<file path="config.mk">
export PLATFORM = sky130hd
export DESIGN_NAME = uart_rx_top
export DESIGN_NICKNAME = d
export VERILOG_FILES = /design/src/design/uart_pkg.sv /design/src/design/rx_line_frontend.sv /design/src/design/rx_controller.sv /design/src/design/uart_receiver.sv /design/src/design/rx_fifo.sv /design/src/design/uart_rx_top.sv
export VERILOG_INCLUDE_DIRS = /design/src /design/src/design
export SDC_FILE = /design/constraint.sdc
export NUM_CORES = 1
export LEC_CHECK = 0
export BUFFER_PORTS_ARGS = -buffer_cell sky130_fd_sc_hd__buf_2
export CORE_ASPECT_RATIO = 0.6
export CORE_MARGIN = 4
export CORE_UTILIZATION = 42
export CTS_CLUSTER_DIAMETER = 200
export DETAILED_ROUTE_END_ITERATION = 10
export REMOVE_ABC_BUFFERS = 1
export SYNTH_ARGS = -nofsm -noshare
export SYNTH_HDL_FRONTEND = slang
export SYNTH_SLANG_ARGS = --single-unit
export TNS_END_PERCENT = 1
</file>
<file path="constraint.sdc">
create_clock -name clk -period 4 [get_ports clk]
set_input_delay 0.4 -clock clk [delete_from_list [all_inputs] [get_ports clk]]
set_output_delay 0.4 -clock clk [all_outputs]
set_load 0.005 [all_outputs]
</file>
<file path="src/design/uart_defines.svh">
`ifndef UART_DEFINES_SVH
`define UART_DEFINES_SVH

// Receiver ticks per serial bit.
`define UART_OVERSAMPLE 16

// System clocks per oversampling tick.
`define UART_BAUD_DIV 4

// Receive FIFO entries.
`define UART_FIFO_DEPTH 4

// Fill level at which RTS asks the far end to stop.
`define UART_FIFO_HIGH 3

`endif

</file>
<file path="src/design/uart_pkg.sv">
package uart_pkg;

	// Line configuration.
	// data_bits 0 selects 5 data bits, 3 selects 8.
	typedef struct packed {
		logic       parity_en;
		logic       parity_odd;
		logic       two_stop;
		logic [1:0] data_bits;
	} uart_cfg_t;

	// One received character with its error flags.
	// Data is right-aligned, the unused upper bits read as zero.
	typedef struct packed {
		logic [7:0] data;
		logic       parity_err;
		logic       stop_err;
	} rx_frame_t;

endpackage

</file>
<file path="src/design/rx_line_frontend.sv">
`timescale 1ns/1ps
`include "uart_defines.svh"

module rx_line_frontend (
	input  logic clk,
	input  logic reset_n,
	input  logic rx_i,
	output logic tick_o,
	output logic rx_sync_o,
	output logic start_edge_o
);

	localparam int DIV_W = (`UART_BAUD_DIV > 1) ? $clog2(`UART_BAUD_DIV) : 1;
	localparam logic [DIV_W-1:0] DIV_LAST = DIV_W'(`UART_BAUD_DIV - 1);

	logic [DIV_W-1:0] div_cnt;
	logic             sync_meta;
	logic             sync_q;
	logic             sync_prev;

	// Free running baud divider.
	always_ff @(posedge clk or negedge reset_n) begin
		if (!reset_n) begin
			div_cnt <= '0;
		end else if (div_cnt == DIV_LAST) begin
			div_cnt <= '0;
		end else begin
			div_cnt <= div_cnt + 1'b1;
		end
	end

	assign tick_o = (div_cnt == DIV_LAST);

	// Line idles high, so reset to one to avoid a false start edge.
	always_ff @(posedge clk or negedge reset_n) begin
		if (!reset_n) begin
			sync_meta <= 1'b1;
			sync_q    <= 1'b1;
			sync_prev <= 1'b1;
		end else begin
			sync_meta <= rx_i;
			sync_q    <= sync_meta;
			sync_prev <= sync_q;
		end
	end

	assign rx_sync_o = sync_q;

	// High to low on the synchronized line.
	assign start_edge_o = sync_prev & ~sync_q;

endmodule

</file>
<file path="src/design/rx_controller.sv">
`timescale 1ns/1ps

module rx_controller (
	input  logic clk,
	input  logic reset_n,
	input  logic start_edge_i,
	input  logic bit_mid_i,
	input  logic rx_sync_i,
	input  logic last_data_i,
	input  logic frame_end_i,
	input  logic rx_en_i,
	input  logic rts_ni,
	input  logic parity_en_i,
	output logic busy_o,
	output logic in_data_o,
	output logic in_parity_o,
	output logic in_stop_o,
	output logic frame_done_o
);

	typedef enum logic [2:0] {
		ST_IDLE,
		ST_START,
		ST_DATA,
		ST_PARITY,
		ST_STOP
	} state_t;

	state_t state;
	state_t state_nxt;

	always_comb begin
		state_nxt = state;
		case (state)
			ST_IDLE: begin
				// New frames only while enabled and RTS says ready.
				if (start_edge_i && rx_en_i && !rts_ni) begin
					state_nxt = ST_START;
				end
			end
			ST_START: begin
				// A high line at mid start bit was a glitch.
				if (bit_mid_i) begin
					state_nxt = rx_sync_i ? ST_IDLE : ST_DATA;
				end
			end
			ST_DATA: begin
				if (bit_mid_i && last_data_i) begin
					state_nxt = parity_en_i ? ST_PARITY : ST_STOP;
				end
			end
			ST_PARITY: begin
				if (bit_mid_i) begin
					state_nxt = ST_STOP;
				end
			end
			ST_STOP: begin
				if (bit_mid_i && frame_end_i) begin
					state_nxt = ST_IDLE;
				end
			end
			default: state_nxt = ST_IDLE;
		endcase
	end

	always_ff @(posedge clk or negedge reset_n) begin
		if (!reset_n) begin
			state <= ST_IDLE;
		end else begin
			state <= state_nxt;
		end
	end

	assign busy_o       = (state != ST_IDLE);
	assign in_data_o    = (state == ST_DATA);
	assign in_parity_o  = (state == ST_PARITY);
	assign in_stop_o    = (state == ST_STOP);
	assign frame_done_o = (state == ST_STOP) && bit_mid_i && frame_end_i;

endmodule

</file>
<file path="src/design/uart_receiver.sv">
`timescale 1ns/1ps
`include "uart_defines.svh"

module uart_receiver import uart_pkg::*; (
	input  logic      clk,
	input  logic      reset_n,
	input  logic      tick_i,
	input  logic      rx_sync_i,
	input  logic      start_edge_i,
	input  logic      rx_en_i,
	input  logic      rts_ni,
	input  uart_cfg_t cfg_i,
	output logic      frame_wr_o,
	output rx_frame_t frame_o
);

	localparam int OS_W = $clog2(`UART_OVERSAMPLE);
	localparam logic [OS_W-1:0] OS_MID = OS_W'(`UART_OVERSAMPLE / 2 - 1);

	uart_cfg_t       cfg_q;
	logic [OS_W-1:0] tick_cnt;
	logic [2:0]      bit_cnt;
	logic            stop_cnt;
	logic [7:0]      shift_q;
	logic            par_q;
	logic            stop_err_q;
	logic [2:0]      align_sh;
	logic [7:0]      data_aligned;
	logic            parity_err;
	logic            busy;
	logic            in_data;
	logic            in_parity;
	logic            in_stop;
	logic            frame_done;
	logic            bit_mid;
	logic            last_data;
	logic            frame_end;

	// Config follows the input while idle and freezes once a frame starts.
	always_ff @(posedge clk) begin
		if (!busy) begin
			cfg_q <= cfg_i;
		end
	end

	// Oversample counter, held at zero until a frame is accepted.
	always_ff @(posedge clk or negedge reset_n) begin
		if (!reset_n) begin
			tick_cnt <= '0;
		end else if (!busy) begin
			tick_cnt <= '0;
		end else if (tick_i) begin
			tick_cnt <= tick_cnt + 1'b1;
		end
	end

	assign bit_mid = busy && tick_i && (tick_cnt == OS_MID);

	// Data and stop bit counters.
	always_ff @(posedge clk or negedge reset_n) begin
		if (!reset_n) begin
			bit_cnt  <= '0;
			stop_cnt <= 1'b0;
		end else if (!busy) begin
			bit_cnt  <= '0;
			stop_cnt <= 1'b0;
		end else if (bit_mid) begin
			if (in_data) begin
				bit_cnt <= bit_cnt + 1'b1;
			end
			if (in_stop) begin
				stop_cnt <= 1'b1;
			end
		end
	end

	assign last_data = (bit_cnt == ({1'b0, cfg_q.data_bits} + 3'd4));
	assign frame_end = !cfg_q.two_stop || stop_cnt;

	// LSB first, so a short character ends up in the upper bits.
	always_ff @(posedge clk) begin
		if (bit_mid && in_data) begin
			shift_q <= {rx_sync_i, shift_q[7:1]};
		end
		if (bit_mid && in_parity) begin
			par_q <= rx_sync_i;
		end
	end

	assign align_sh     = 3'd3 - {1'b0, cfg_q.data_bits};
	assign data_aligned = shift_q >> align_sh;
	assign parity_err   = cfg_q.parity_en && ((^data_aligned ^ par_q) != cfg_q.parity_odd);

	// Sticky over both stop bits.
	always_ff @(posedge clk or negedge reset_n) begin
		if (!reset_n) begin
			stop_err_q <= 1'b0;
		end else if (!busy) begin
			stop_err_q <= 1'b0;
		end else if (bit_mid && in_stop && !rx_sync_i) begin
			stop_err_q <= 1'b1;
		end
	end

	always_ff @(posedge clk or negedge reset_n) begin
		if (!reset_n) begin
			frame_wr_o <= 1'b0;
			frame_o    <= '0;
		end else begin
			frame_wr_o <= frame_done;
			if (frame_done) begin
				frame_o.data       <= data_aligned;
				frame_o.parity_err <= parity_err;
				frame_o.stop_err   <= stop_err_q | ~rx_sync_i;
			end
		end
	end

	rx_controller u_rx_controller (
		.clk          (clk),
		.reset_n      (reset_n),
		.start_edge_i (start_edge_i),
		.bit_mid_i    (bit_mid),
		.rx_sync_i    (rx_sync_i),
		.last_data_i  (last_data),
		.frame_end_i  (frame_end),
		.rx_en_i      (rx_en_i),
		.rts_ni       (rts_ni),
		.parity_en_i  (cfg_q.parity_en),
		.busy_o       (busy),
		.in_data_o    (in_data),
		.in_parity_o  (in_parity),
		.in_stop_o    (in_stop),
		.frame_done_o (frame_done)
	);

endmodule

</file>
<file path="src/design/rx_fifo.sv">
`timescale 1ns/1ps
`include "uart_defines.svh"

module rx_fifo import uart_pkg::*; (
	input  logic      clk,
	input  logic      reset_n,
	input  logic      wr_i,
	input  logic      rd_i,
	input  rx_frame_t wr_frame_i,
	output rx_frame_t rd_frame_o,
	output logic      valid_o,
	output logic      rts_no,
	output logic      overflow_o
);

	localparam int DEPTH = `UART_FIFO_DEPTH;
	localparam int PTR_W = (DEPTH > 1) ? $clog2(DEPTH) : 1;
	localparam int CNT_W = $clog2(DEPTH + 1);
	localparam logic [PTR_W-1:0] PTR_LAST = PTR_W'(DEPTH - 1);

	rx_frame_t        mem [DEPTH];
	logic [PTR_W-1:0] wr_ptr;
	logic [PTR_W-1:0] rd_ptr;
	logic [CNT_W-1:0] fill_cnt;
	logic [CNT_W-1:0] fill_nxt;
	logic             full;
	logic             push;
	logic             pop;

	assign full = (fill_cnt == CNT_W'(DEPTH));
	assign push = wr_i && !full;
	assign pop  = rd_i && valid_o;

	always_comb begin
		fill_nxt = fill_cnt;
		if (push && !pop) begin
			fill_nxt = fill_cnt + 1'b1;
		end else if (pop && !push) begin
			fill_nxt = fill_cnt - 1'b1;
		end
	end

	always_ff @(posedge clk) begin
		if (push) begin
			mem[wr_ptr] <= wr_frame_i;
		end
	end

	always_ff @(posedge clk or negedge reset_n) begin
		if (!reset_n) begin
			wr_ptr     <= '0;
			rd_ptr     <= '0;
			fill_cnt   <= '0;
			rts_no     <= 1'b0;
			overflow_o <= 1'b0;
		end else begin
			if (push) begin
				wr_ptr <= (wr_ptr == PTR_LAST) ? '0 : wr_ptr + 1'b1;
			end
			if (pop) begin
				rd_ptr <= (rd_ptr == PTR_LAST) ? '0 : rd_ptr + 1'b1;
			end
			fill_cnt <= fill_nxt;
			// Stop the sender before the last free entry is used.
			rts_no     <= (fill_nxt >= CNT_W'(`UART_FIFO_HIGH));
			overflow_o <= wr_i && full;
		end
	end

	assign valid_o    = (fill_cnt != '0);
	assign rd_frame_o = mem[rd_ptr];

endmodule

</file>
<file path="src/design/uart_rx_top.sv">
`timescale 1ns/1ps

module uart_rx_top import uart_pkg::*; (
	input  logic      clk,
	input  logic      reset_n,
	input  logic      rx_i,
	input  logic      rx_en_i,
	input  logic      rd_i,
	input  uart_cfg_t cfg_i,
	output rx_frame_t frame_o,
	output logic      valid_o,
	output logic      rts_no,
	output logic      overflow_o
);

	logic      tick;
	logic      rx_sync;
	logic      start_edge;
	logic      frame_wr;
	rx_frame_t wr_frame;

	rx_line_frontend u_rx_line_frontend (
		.clk          (clk),
		.reset_n      (reset_n),
		.rx_i         (rx_i),
		.tick_o       (tick),
		.rx_sync_o    (rx_sync),
		.start_edge_o (start_edge)
	);

	// RTS also holds off new frames in the receiver.
	uart_receiver u_uart_receiver (
		.clk          (clk),
		.reset_n      (reset_n),
		.tick_i       (tick),
		.rx_sync_i    (rx_sync),
		.start_edge_i (start_edge),
		.rx_en_i      (rx_en_i),
		.rts_ni       (rts_no),
		.cfg_i        (cfg_i),
		.frame_wr_o   (frame_wr),
		.frame_o      (wr_frame)
	);

	rx_fifo u_rx_fifo (
		.clk        (clk),
		.reset_n    (reset_n),
		.wr_i       (frame_wr),
		.rd_i       (rd_i),
		.wr_frame_i (wr_frame),
		.rd_frame_o (frame_o),
		.valid_o    (valid_o),
		.rts_no     (rts_no),
		.overflow_o (overflow_o)
	);

endmodule

</file>
* Word-level counts from Yosys, hierarchy flattened
Memory sizes are Yosys's and may differ from the RTL's.
Index checks and enable logic that the tools add are counted.
** Word-level totals
- Register bits :: 51
- Latch bits :: 0
- Bits in writable memories :: 40
- Bits in read-only memories :: 0
- Output and inout port bits :: 13
- Word-level logic and storage cells :: 117
- Memories :: 1
** Cells by class
- $add $sub $neg :: 9
- Multipliers :: 0
- Div/mod/pow operators :: 0
- Order comparisons :: 1
- Equality and inequality tests :: 21
- Shift operators :: 1
- Muxes and demuxes :: 25
- Bitwise logic cells :: 4
- Reduce and logical (&&, ||, !) cells :: 31
** Memory list
- u_rx_fifo.mem :: depth 4, bits a word 10, rd ports 1, clocked after Yosys merged registers in 0, write ports 1, RTL line rx_fifo.sv:21 : rx_frame_t mem [DEPTH];
** Operators by type and width (number)
- $mux 3 :: 11
- $logic_and 1x1->1 :: 17
- $ne 2x2->1 const B :: 8
- $pmux 3 s5 :: 1
- $mux 2 :: 4
- $mux 4 :: 2
- $reduce_xor 8->1 :: 1
- $shr 8x3->8 :: 1
- $mux 1 :: 7
- $add 2x1->2 const B :: 3
- $add 3x1->3 const B :: 2
- $eq 2x2->1 const B :: 3
- $eq 3x2->1 const B :: 2
- $eq 3x3->1 const B :: 2
- $logic_not 1->1 :: 6
- $reduce_bool 3->1 :: 2
- $reduce_and 5->1 :: 1
- $add 4x1->4 const B :: 1
- $eq 4x3->1 const B :: 1
- $ne 2x1->1 const B :: 2
- $reduce_and 2->1 :: 2
- $add 2x3->3 const B :: 1
- $eq 3x1->1 const B :: 1
- $eq 3x3->1 :: 1
- other kinds (10) :: 10

* Logic depth before layout (Yosys ltp)
Gate-level depths: netlist of run 1.
- Depth in word-level cells :: 8
- Depth in mapped cells :: 8
- Gate-level depth less buffers :: 7

* Cells and area by module
Synthesis of run 1 repeated with hierarchy kept, for this count alone.
** Unflattened totals
- Cell total of the unflattened synthesis :: 261
- Area, all modules :: 4003.8 um^2
** Modules (own cells, without submodules)
- rx_fifo :: times used 1, cells each 110, area each 2039.5 um^2, seq. area each 1426.4 um^2
- uart_receiver :: times used 1, cells each 114, area each 1529.0 um^2, seq. area each 920.9 um^2
- rx_controller :: times used 1, cells each 29, area each 276.5 um^2, seq. area each 75.1 um^2
- rx_line_frontend :: times used 1, cells each 8, area each 158.9 um^2, seq. area each 128.9 um^2

* Least setup slack after synthesis of run 1
OpenSTA, ideal clock, no wires.
- Kind :: register to register
- From :: register u_rx_line_frontend.div_cnt[0]
- To :: register u_uart_receiver.u_rx_controller.state[2]
- Arrival :: 1.801 ns
- Slack :: 2.080 ns
- Cell stages (with the launch flop) :: 7
- Path buffers :: 1
- Cells stage by stage :: dfrtp_1 ha_1 buf_2 and4b_1 a2111oi_1 o22ai_1 a31o_1
** On the way
- Cells in the longest elaborated chain, start to end :: 6
** RTL lines
- start, declared :: RTL line rx_line_frontend.sv:16 : logic [DIV_W-1:0] div_cnt;
- start signal, assigned :: RTL line rx_line_frontend.sv:28 : div_cnt <= div_cnt + 1'b1;
- $eq 2x2->1 (*) :: RTL line rx_line_frontend.sv:32 : assign tick_o = (div_cnt == DIV_LAST);
- $logic_and 1x1->1 (*) (2 in series) :: RTL line uart_receiver.sv:57 : assign bit_mid = busy && tick_i && (tick_cnt == OS_MID);
- $logic_and 1x1->1 (on tied branches) :: RTL line rx_controller.sv:58, rx_controller.sv:48
- $ne 2x2->1 (no source line)
- $reduce_and 5->1 (no source line) (*)
- end signal, assigned :: RTL line rx_controller.sv:70 : state <= state_nxt;
- end, declared :: RTL line rx_controller.sv:29 : state_t state;
Every way passes the cells marked *; elsewhere a longest branch is shown, timed or not.
A chain may end at the register's enable or synchronous reset.

* Worst setup path in the final report of run 1
- From :: register u_rx_line_frontend.div_cnt[0]
- To :: register u_uart_receiver.frame_o[5] (netlist bit)
** On the way
- Cells in the longest elaborated chain, start to end :: 5
** RTL lines
- $eq 2x2->1 :: RTL line rx_line_frontend.sv:32
- $logic_and 1x1->1 (2 in series) :: RTL line uart_receiver.sv:57
- $logic_and 1x1->1 (2 in series) :: RTL line rx_controller.sv:78 : assign frame_done_o = (state == ST_STOP) && bit_mid_i && frame_end_i;
- end, declared :: RTL line uart_receiver.sv:14 : output rx_frame_t frame_o
No other way between the ends.

==> out/results.tsv, run 1 <==
metric	value	unit
cp_cell_sequence	ha_1 -> nand4b_1 -> nor3_1 -> nand3_1 -> mux2_1	
start_util	43.1	%
crit_type	reg2reg	
relSlewSlack	45.1	%
antenna_left	0	
nFillCells	818	
internal_power	1.56	mW
switching_share	24.5	%
ys.flop_type	edfxtp_1	
overflow	0	
maxSlewViolCount	0	
grt_max_degree	38	
cts_hold_buf	0	
finalSetupViolCount	0	
cts_setup_buffers	0	
synth-seq-area-share	64.5	%
skew	6.27	ps
htree_num_levels	3	
pwr-share-clk	36.4	%
hold_viol	0	
crit_path_start_kind	register	
drt_first_pass_iters	4	
period_share	61.6	%
rsz0062_at_grt	no	
area_growth	12.6	%
cpPeakStageDelay	540	ps
insertion_delay	330	ps
fin_util	48.5	%
syn-instance-count	264	
cts_max_path_buffers	2	
yosysMostFrequentCell	edfxtp_1	
ys_seq_elements	91	
multi_input_area	0.00132	mm2
io_pins	23	
grt_pass1_vias	2118	
critical_path.top_delay_family	simple AND/OR/NAND/NOR gates	
fin_crit	2460	ps
synth_top_cell_by_area	edfxtp_1	
via_per_inst	5.07	
worstMarginPinSlew	823	ps
initialDrtViolationCount	131	
dp_hpwl	4.59	mm
drt-wirelength-per-cell	15.6	um
core	0.00919	mm2
cts_made_buffers	9	
p_total	2.07	mW
drc	0	
seq_area	0.00255	mm2
cpMaxStageDelayCell	nand3_1	
syn_area	0.00396	mm2
drive_gt1_share	19.8	%
grt_pass1_wl	11.3	mm
die_h	83.2	um
post_cts_resized	0	
cp_num_buf_inv	0	
status	finished, final reports clean	
io_buffer_count	22	
synthTopCellsByArea	edfxtp_1 (41%), dfrtp_1 (22%), mux4_2 (6.8%), ha_1 (3.5%), dfstp_2 (2.0%)	
n_antenna_cell	0	
fin_setup_tns	0	ps
fp-row-count	27	
gp_congestion	0.790	
grtUsageTotal	13.3	%
dpl_cell_area	0.00419	mm2
arrival	2670	ps
peakVddDrop	244	uV
fp.dieW	133	um
cp-end-kind	register	
hold_path_class	in2async	
fmax	406	MHz
die-area	0.0111	mm2
yosysWarnings	0	
synth_commonest_cells	edfxtp_1 (54), dfrtp_1 (34), nand2_1 (19)	
clk_pin_slew	60	ps
power_switching	0.506	mW
critPathMaxFanout	16	
power_density	464	mW/mm2
crit_required	4210	ps
clock-sinks	91	
cap_violations	0	
synth_edf_count	54	
finalWirelength	6.61	mm
pwr-share-seq	53.0	%
finish.instance_area	0.00446	mm2
num_vias	2144	
avgSynthCellArea	15.0	um2
yosys.cell_types.count	50	
leakagePower	1.62	nW
p_comb_share	10.6	%
cts-root-buf	clkbuf_16	
tritoncts	done	
yosysTopAreaCellShare	41.0	%
layout.nets	309	
synthArstFlopShare	40.7	%
antenna_found_initial	0	
-- power groups by stage --
stage	registers, mW	clock network (mW)	logic (mW)
4_1_cts	1.10	0.781	0.220
2_1_floorplan	1.10	0	0.164
6_report	1.10	0.753	0.219
3_3_place_gp	1.12	0	0.214
3_5_place_dp	1.12	0	0.218
5_1_grt	1.11	0.823	0.252
-- logic make-up (layout without fill, tap and decap cells) --
group	after synthesis	count (layout)	share of synthesized area, %
DFF	91	91	64.5
and+or+nand+nor	67	67	8.41
AOI/OAI and AO/OA	38	38	6.51
muxes	25	25	11.6
buffers and inverters	19	48	2.09
xor gates and xnor gates	13	13	3.42
adders and majority gates	11	11	3.48
-- final timing paths --
path	startpoint	end	slack (ps)	depth (start not counted)
worst max register to register	u_rx_line_frontend.div_cnt[0]$_DFF_PN0_	u_uart_receiver.frame_o[5]$_DFFE_PN0P_	1540	5
min in group clk	rx_i	u_rx_line_frontend.sync_meta$_DFF_PN1_	160	1
max in group asynchronous	reset_n	u_uart_receiver.frame_o[4]$_DFFE_PN0P_	3310	1
worst max-delay path	u_rx_line_frontend.div_cnt[0]$_DFF_PN0_	u_uart_receiver.frame_o[5]$_DFFE_PN0P_	1540	5
worst min-delay path	reset_n	u_uart_receiver.tick_cnt[2]$_DFFE_PN0P_	160	1
worst min register to register	u_rx_line_frontend.sync_meta$_DFF_PN1_	u_rx_line_frontend.rx_sync_o$_DFF_PN1_	360	0
-- registers in the layout, summed over array words and instances, names as in the netlist, 2 cells and up --
signal and cells:
u_rx_fifo.wr_ptr 2, u_uart_receiver.frame_o 10, u_rx_fifo.mem 40, u_uart_receiver.tick_cnt 4, u_uart_receiver.cfg_q 5, u_uart_receiver.u_rx_controller.state 3, u_rx_line_frontend.div_cnt 2, u_rx_fifo.rd_ptr 2
u_uart_receiver.shift_q 8, u_uart_receiver.bit_cnt 3, u_rx_fifo.fill_cnt 3
-- worst register-to-register path: stages, from the launching register on --
cell and delay [ps]:
dfrtp_1 350, ha_1 310, nand4b_1 300, nor3_1 350
nand3_1 540, mux2_1 500
-- per-layer routing --
| metal | vias to the layer above | wire length (um) | track usage (%) |
|---|---|---|---|
| li1 | 1045 | - | - |
| met1 | 1041 | 3550 | 20.6 |
| met2 | 49 | 2620 | 17.3 |
| met3 | 9 | 331 | 4.06 |
| met4 | 0 | 106 | 4.76 |
| met5 | - | 0 | 0 |
-- per-stage QoR --
| step | setup WS (ps) | cells | hold slack (ps) |
|---|---|---|---|
| CTS | 1530 | 423 | 148 |
| floorplan | 1930 | 254 | 104 |
| detailed placement | 1540 | 407 | 351 |
| global route | 1260 | 423 | 146 |
| finish | 1540 | 423 | 165 |
| global placement | 1670 | 407 | 349 |
-- layout by cell type (no fill, tap or decap), drive strengths merged, types with 4 or more instances in the layout --
master,Yosys,layout
edfxtp,54,54
dfrtp,34,34
buf,4,23
nand2,19,19
nor2,17,17
mux4,15,15
o21ai,12,12
ha,11,11
inv,9,11
xnor2,10,10
clkbuf,6,10
mux2,8,8
and2,5,5
a21oi,5,5
nand2b,4,4
nand3,4,4
nor3,4,4
a22o,4,4
-- final cells by class --
| type | instances | area share, % |
|---|---|---|
| multi-input cells | 154 | 29.7 |
| well taps | 130 | 3.65 |
| clock buffers | 10 | 5.14 |
| inverters | 9 | 0.758 |
| clock inverters | 6 | 0.871 |
| repair buffers | 23 | 2.64 |
| flip-flops and latches | 91 | 57.3 |
No activity file was read; power rests on OpenSTA's default activity.
==> run 2, diff against run 1 <==
==> constraint.sdc (replaced) <==
create_clock -name clk -period 2.09 [get_ports clk]
set_input_delay 0.209 -clock clk [delete_from_list [all_inputs] [get_ports clk]]
set_output_delay 0.209 -clock clk [all_outputs]
set_load 0.005 [all_outputs]
==> run 2 against run 1 <==
  * Combinational power grew 120%
  * Global-route usage is essentially flat
  * Largest power group unchanged
  * Via count grew 3.5%
  * Final area grew 4.4%
==> out/results.tsv, run 2 (same netlist as run 1, synthesis figures left out) <==
metric	value	unit	change
status	finished, final reports clean		
grt_max_degree	38		unchanged
antenna_found_initial	0		unchanged
antenna_left	0		unchanged
crit_type	reg2reg		
cap_violations	0		unchanged
peakVddDrop	498	uV	+100%
insertion_delay	340	ps	about the same
maxSlewViolCount	0		unchanged
drt-wirelength-per-cell	15.3	um	-2.0%
n_antenna_cell	0		unchanged
largest_register_ffs	40		unchanged
clk_pin_slew	60	ps	about the same
htree_num_levels	3		unchanged
finalWirelength	6.80	mm	+2.9%
cts-root-buf	clkbuf_16		
overflow	0		unchanged
grt_use_met2	17.5	%	+0.18 points
arrival	2250	ps	-420 ps
grt_pass1_vias	2168		+2.4%
period_share	96.0	%	+34 points
met1_usage	20.1	%	-0.50 points
fmax	498	MHz	+23%
relSlewSlack	44.2	%	-0.94 points
crit_path_start_kind	register		
drive_gt1_share	26.1	%	+6.3 points
power_density	890	mW/mm2	+92%
finalSetupViolCount	0		unchanged
skew	6.33	ps	+0.0581 ps
grt_busiest_layer	met1		
clock-sinks	91		unchanged
cts_max_path_buffers	2		unchanged
reg2reg_slack	80	ps	-1450 ps
fin_setup_tns	0	ps	unchanged
worstMarginPinSlew	837	ps	+14.2 ps
die-area	0.0111	mm2	unchanged
area_growth	17.6	%	
io_buffer_count	22		unchanged
critPathMaxFanout	5		-11
grt_pass1_wl	11.3	mm	+0.55%
hold_viol	0		unchanged
via_per_inst	5.00		-1.4%
die_h	83.2	um	unchanged
mostFrequentLayoutCells	edfxtp_1 (54), dfrtp_1 (34), buf_2 (22)		
drc	0		unchanged
largest_register	u_rx_fifo.mem		
grt_use_met3	4.12	%	+0.061 points
initialDrtViolationCount	169		+29%
layout_commonest_cell	edfxtp_1		
grtUsageTotal	13.3	%	+0.021 points
cts_made_buffers	9		unchanged
drt_first_pass_iters	4		unchanged
fin_crit	2010	ps	-458 ps
io_pins	23		unchanged
tritoncts	done		
start_util	43.1	%	unchanged
crit_required	2340	ps	-1870 ps
p_total	4.14	mW	+100%
core	0.00919	mm2	unchanged
fp-row-count	27		unchanged
gp_congestion	0.734		-7.1%
hold_path_class	in2reg		
cp-end-kind	register		
fp.dieW	133	um	unchanged
dp_hpwl	4.72	mm	+2.7%
top_regs	u_rx_fifo.mem (40), u_uart_receiver.frame_o (10), u_uart_receiver.shift_q (8)		
layout.nets	330		+6.8%
leakagePower	1.74	nW	+7.7%
num_vias	2220		+3.5%
==> run 2: final timing paths <==
path / startpoint / end / cells after the start
max: u_uart_receiver.cfg_q[0]$_DFFE_PN_ / u_uart_receiver.frame_o[1]$_DFFE_PN0P_ / 5
min: cfg_i[4] / u_uart_receiver.cfg_q[4]$_DFFE_PN_ / 1
max reg2reg: u_uart_receiver.cfg_q[0]$_DFFE_PN_ / u_uart_receiver.frame_o[1]$_DFFE_PN0P_ / 5
min reg2reg: u_rx_line_frontend.sync_meta$_DFF_PN1_ / u_rx_line_frontend.rx_sync_o$_DFF_PN1_ / 0
max in group asynchronous: reset_n / u_uart_receiver.frame_o[1]$_DFFE_PN0P_ / 2
min in group asynchronous: reset_n / u_uart_receiver.tick_cnt[1]$_DFFE_PN0P_ / 2
==> run 2: cell type report <==
cell class                 instances  area (um2)
clock buffer                       9         225
clock inverter                     7        73.8
fill                             812        4540
inverter                           9        33.8
multi-input combinational        154        1320
sequential                        91        2550
tap                              130         163
timing repair buffer              44         284
==> run 2: routing by layer <==
| metal | vias to the layer above | wire length, um |
|---|---|---|
| met5 | - | 0 |
| met4 | 0 | 100 |
| met3 | 9 | 284 |
| met2 | 32 | 2780 |
| met1 | 1092 | 3640 |
| li1 | 1087 | - |
==> run 2: metrics by stage <==
stage / instance area [um2] / utilization (%) / worst slack (ps) / std cells / hold WS, ps
6_report: 4650 / 50.6 / 83.3 / 444 / 40.9
5_1_grt: 4650 / 50.6 / -0.893 / 444 / 26.5
4_1_cts: 4640 / 50.5 / 34.6 / 443 / 24.3
3_5_place_dp: 4320 / 47.0 / 66.1 / 425 / 315
3_3_place_gp: 4320 / 47.0 / 100 / 425 / 315
2_1_floorplan: 3910 / - / 18.1 / 254 / -86.6
==> run 2: critical path, cell delays in order, from the launching register on <==
cell	delay, ps
edfxtp_1	510
buf_6	150
mux4_2	540
xnor2_2	200
xnor3_1	340
o31ai_2	180
==> run 2: power breakdown <==
group | leakage, nW | switching (mW) | internal [mW] | total (mW)
Clock | 0.152 | 0.682 | 0.936 | 1.62
Sequential | 0.872 | 0.0816 | 1.95 | 2.04
Combinational | 0.718 | 0.242 | 0.244 | 0.486
==> run 2: what timing repair did <==
| action | 4_1_cts | 5_1_grt |
|---|---|---|
| hold endpoints to repair | 8 | 0 |
| endpoints found under the setup margin | 0 | 1 |
| hold buffers | 2 | 0 |
| gates resized for setup | 0 | 4 |
| setup buffers | 0 | 1 |
==> run 3, diff against run 2 <==
--- a/config.mk
+++ b/config.mk
@@ -15,5 +15,6 @@
 export REMOVE_ABC_BUFFERS = 1
 export SYNTH_ARGS = -nofsm -noshare
 export SYNTH_HDL_FRONTEND = slang
+export SYNTH_HIERARCHICAL = 1
 export SYNTH_SLANG_ARGS = --single-unit
 export TNS_END_PERCENT = 1
==> run 3 against run 2 <==
  * Sequential share of layout area fell by 1.4 points
  * Hold slack got worse by 2.4 ps
  * Synthesized area up 1.2%
  * Critical path type unchanged
  * Sequential power grew 7%
  * Combinational power rose by 120%
==> out/results.tsv, run 3 <==
metric	value	unit	change
layout.nets	338		+2.4%
rsz0062_at_grt	no		
worstRegToRegCells	6		+1
grt_pass1_vias	2183		+0.69%
arrival	2190	ps	-60 ps
drt_first_pass_iters	4		unchanged
yosys.cell_types.count	58		+16%
drc	0		unchanged
finish.instance_area	0.00477	mm2	+2.6%
r2r_end	u_uart_receiver/frame_o[1]$_DFFE_PN0P_		
nFillCells	782		-3.7%
cts_made_buffers	9		unchanged
antenna_found_initial	0		unchanged
topRoutingLayerUsed	met4		
ys_seq_elements	91		unchanged
yosysMostFrequentCell	edfxtp_1		
finalWirelength	6.62	mm	-2.7%
fin_crit	1950	ps	-54.6 ps
multi_input_area	0.00137	mm2	+3.8%
antenna_left	0		unchanged
worstHoldPathCells	1		unchanged
insertion_delay	340	ps	about the same
yosysWarnings	6		+6
top_regs	u_rx_fifo/mem (40), u_uart_receiver/frame_o (10), u_uart_receiver/shift_q (8)		
core	0.00922	mm2	+0.37%
fmax	512	MHz	+2.8%
finalSetupViolCount	0		unchanged
drt-wirelength-per-cell	14.7	um	-4.4%
grt_pass1_wl	11.3	mm	-0.42%
period_share	93.4	%	-2.6 points
hold_path_class	in2reg		
syn-instance-count	261		-1.1%
dp_hpwl	4.60	mm	-2.4%
num_vias	2203		-0.77%
synth-seq-area-share	63.7	%	-0.77 points
synth_top_family_by_area	multiplexers		
clock-sinks	91		unchanged
htree_num_levels	3		unchanged
route.met2.wl	2.59	mm	-6.9%
fp-row-count	27		unchanged
start_util	43.4	%	+0.36 points
skew	6.69	ps	+0.359 ps
muxShareOfSynthArea	11.0	%	-0.64 points
hold-worst-slack	38.5	ps	-2.45 ps
avgSynthCellArea	15.3	um2	+2.4%
worstMarginPinSlew	824	ps	-12.8 ps
synth_top_cell_by_area	edfxtp_1		
holdCritStartpoint	cfg_i[1]		
largest_register	u_rx_fifo/mem		
layout_commonest_cell	edfxtp_1		
via_per_inst	4.87		-2.5%
r2r_start	u_uart_receiver/cfg_q[0]$_DFFE_PN_		
pwr-share-seq	44.5	%	-4.7 points
internal_power	3.53	mW	+12%
status	finished, final reports clean		
leakagePower	2.06	nW	+19%
p_comb_share	21.7	%	+10 points
overflow	0		unchanged
drive_gt1_share	31.4	%	+5.3 points
area_growth	19.2	%	
die-area	0.0112	mm2	+1.1%
gp_congestion	0.761		+3.7%
mostFrequentLayoutCells	edfxtp_1 (54), dfrtp_1 (34), buf_4 (27)		
synthArstFlopShare	40.7	%	unchanged
synth_commonest_cells	edfxtp_1 (54), dfrtp_1 (34), nand2_1 (18)		
peakVddDrop	605	uV	+21%
crit_path_start_kind	register		
power_density	1030	mW/mm2	+15%
synthTopCellsByArea	edfxtp_1 (41%), dfrtp_1 (21%), mux4_2 (6.7%), ha_1 (3.4%), mux2i_1 (2.3%)		
hold_viol	0		unchanged
cap_violations	0		unchanged
grt_max_degree	38		unchanged
pwr-share-clk	33.8	%	-5.3 points
largest_register_ffs	40		unchanged
cp-end-kind	register		
critPathMaxFanout	3		-2
yosys.area_share.simple	9.81	%	+1.4 points
crit_type	reg2reg		
maxSlewViolCount	0		unchanged
cts-root-buf	clkbuf_16		
grtUsageTotal	13.1	%	-0.19 points
synth-xor-area-share	3.75	%	+0.33 points
power_switching	1.37	mW	+37%
min_to	u_uart_receiver/cfg_q[1]$_DFFE_PN_		
synth_compound_area_share	6.31	%	-0.20 points
synth_adder_area_share	3.44	%	-0.041 points
n_antenna_cell	0		unchanged
yosysTopAreaCellShare	40.5	%	-0.49 points
initialDrtViolationCount	105		-38%
relSlewSlack	45.1	%	+0.85 points
die_h	83.6	um	+0.54%
wl_met3	372	um	+31%
syn_area	0.00400	mm2	+1.2%
fp.dieW	134	um	+0.57%
drt-met1-wl	3.56	mm	-2.1%
seq_area	0.00255	mm2	unchanged
io_pins	23		unchanged
dpl_cell_area	0.00441	mm2	+2.0%
switching_share	28.0	%	+3.8 points
clk_pin_slew	70	ps	about the same
reg2reg_slack	140	ps	+50 ps
ys.flop_type	edfxtp_1		
synth_edf_count	54		unchanged
io_buffer_count	22		unchanged
crit_required	2330	ps	about the same
tritoncts	done		
cts_max_path_buffers	2		unchanged
run 3: cell types whose count changed after synthesis, sizes merged, moves of 4 or more:
cell / before / now
clkbuf: 6 / 2
a22o: 4 / 0
o21ai: 12 / 4
xnor2: 10 / 6
nor2: 17 / 13
xor2: 2 / 6
mux2i: 2 / 9
run 3: logic make-up (layout without fill, tap and decap cells):
kind of cell	count (synthesis)	count (layout)
DFF	91	91
muxes	28	28
and+or+nand+nor	69	69
adders and majority gates	11	11
xor gates and xnor gates	14	14
buffers and inverters	16	77
AOI/OAI and AO/OA	32	32
run 3: area by class of cell:
class / instances / share of cell area (%)
Multi-Input combinational cell: 154 / 28.8
Sequential cell: 91 / 53.4
Tap cell: 130 / 3.41
Inverter: 9 / 0.708
Clock buffer: 9 / 4.72
Timing Repair Buffer: 52 / 7.21
Clock inverter: 7 / 1.76
run 3: repair_timing:
action	4_1_cts	5_1_grt
hold buffers	2	0
hold endpoints to repair	31	0
endpoints found under the setup margin	1	1
setup buffers	2	2
resized for setup	1	0
pin swaps	3	0
run 3: worst max-delay path, cell delays in order, from the launching register on:
cell and delay, ps:
edfxtp_1 390, buf_4 130, mux4_2 510, xor2_1 180
xnor3_1 230, xnor3_1 190, a31o_1 220
run 3: worst max path at each step:
| stage | from | end | slack, ps | cells past startpoint |
|---|---|---|---|---|
| final | u_uart_receiver/cfg_q[0]$_DFFE_PN_ | u_uart_receiver/frame_o[1]$_DFFE_PN0P_ | 140 | 6 |
| after global routing | u_uart_receiver/tick_cnt[0]$_DFFE_PN0P_ | u_uart_receiver/shift_q[2]$_DFFE_PP_ | 30 | 6 |
| after CTS | u_uart_receiver/cfg_q[0]$_DFFE_PN_ | u_uart_receiver/frame_o[1]$_DFFE_PN0P_ | 160 | 5 |
| after detailed placement | u_uart_receiver/cfg_q[0]$_DFFE_PN_ | u_uart_receiver/frame_o[1]$_DFFE_PN0P_ | -170 | 5 |
| after global placement | u_uart_receiver/cfg_q[0]$_DFFE_PN_ | u_uart_receiver/frame_o[1]$_DFFE_PN0P_ | -150 | 5 |
| after floorplan | u_uart_receiver/cfg_q[0]$_DFFE_PN_ | u_uart_receiver/frame_o[1]$_DFFE_PN0P_ | -330 | 5 |
run 3: power by group through the flow:
stage / clock network [mW] / logic [mW] / registers, mW
global placement: 0 / 1.05 / 2.22
global route: 1.77 / 1.19 / 2.21
CTS: 1.70 / 1.06 / 2.19
finish: 1.66 / 1.06 / 2.18
detailed placement: 0 / 1.06 / 2.22
floorplan: 0 / 0.694 / 2.29
run 3: per-stage QoR:
step	TNS, ps	power [mW]	setup WS, ps	cells	utilization [%]
finish	0	4.90	138	452	51.8
global route	0	5.17	27.0	452	51.8
CTS	0	4.94	163	450	51.6
detailed placement	-172	3.28	-172	430	47.8
global placement	-155	3.27	-155	430	47.8
floorplan	-2860	2.98	-334	254	-
run 3: routing by layer:
| layer | vias up | global-route usage (%) |
|---|---|---|
| met3 | 10 | 4.94 |
| met4 | 0 | 4.44 |
| met5 | - | 0 |
| met2 | 41 | 17.2 |
| li1 | 1091 | - |
| met1 | 1061 | 19.7 |
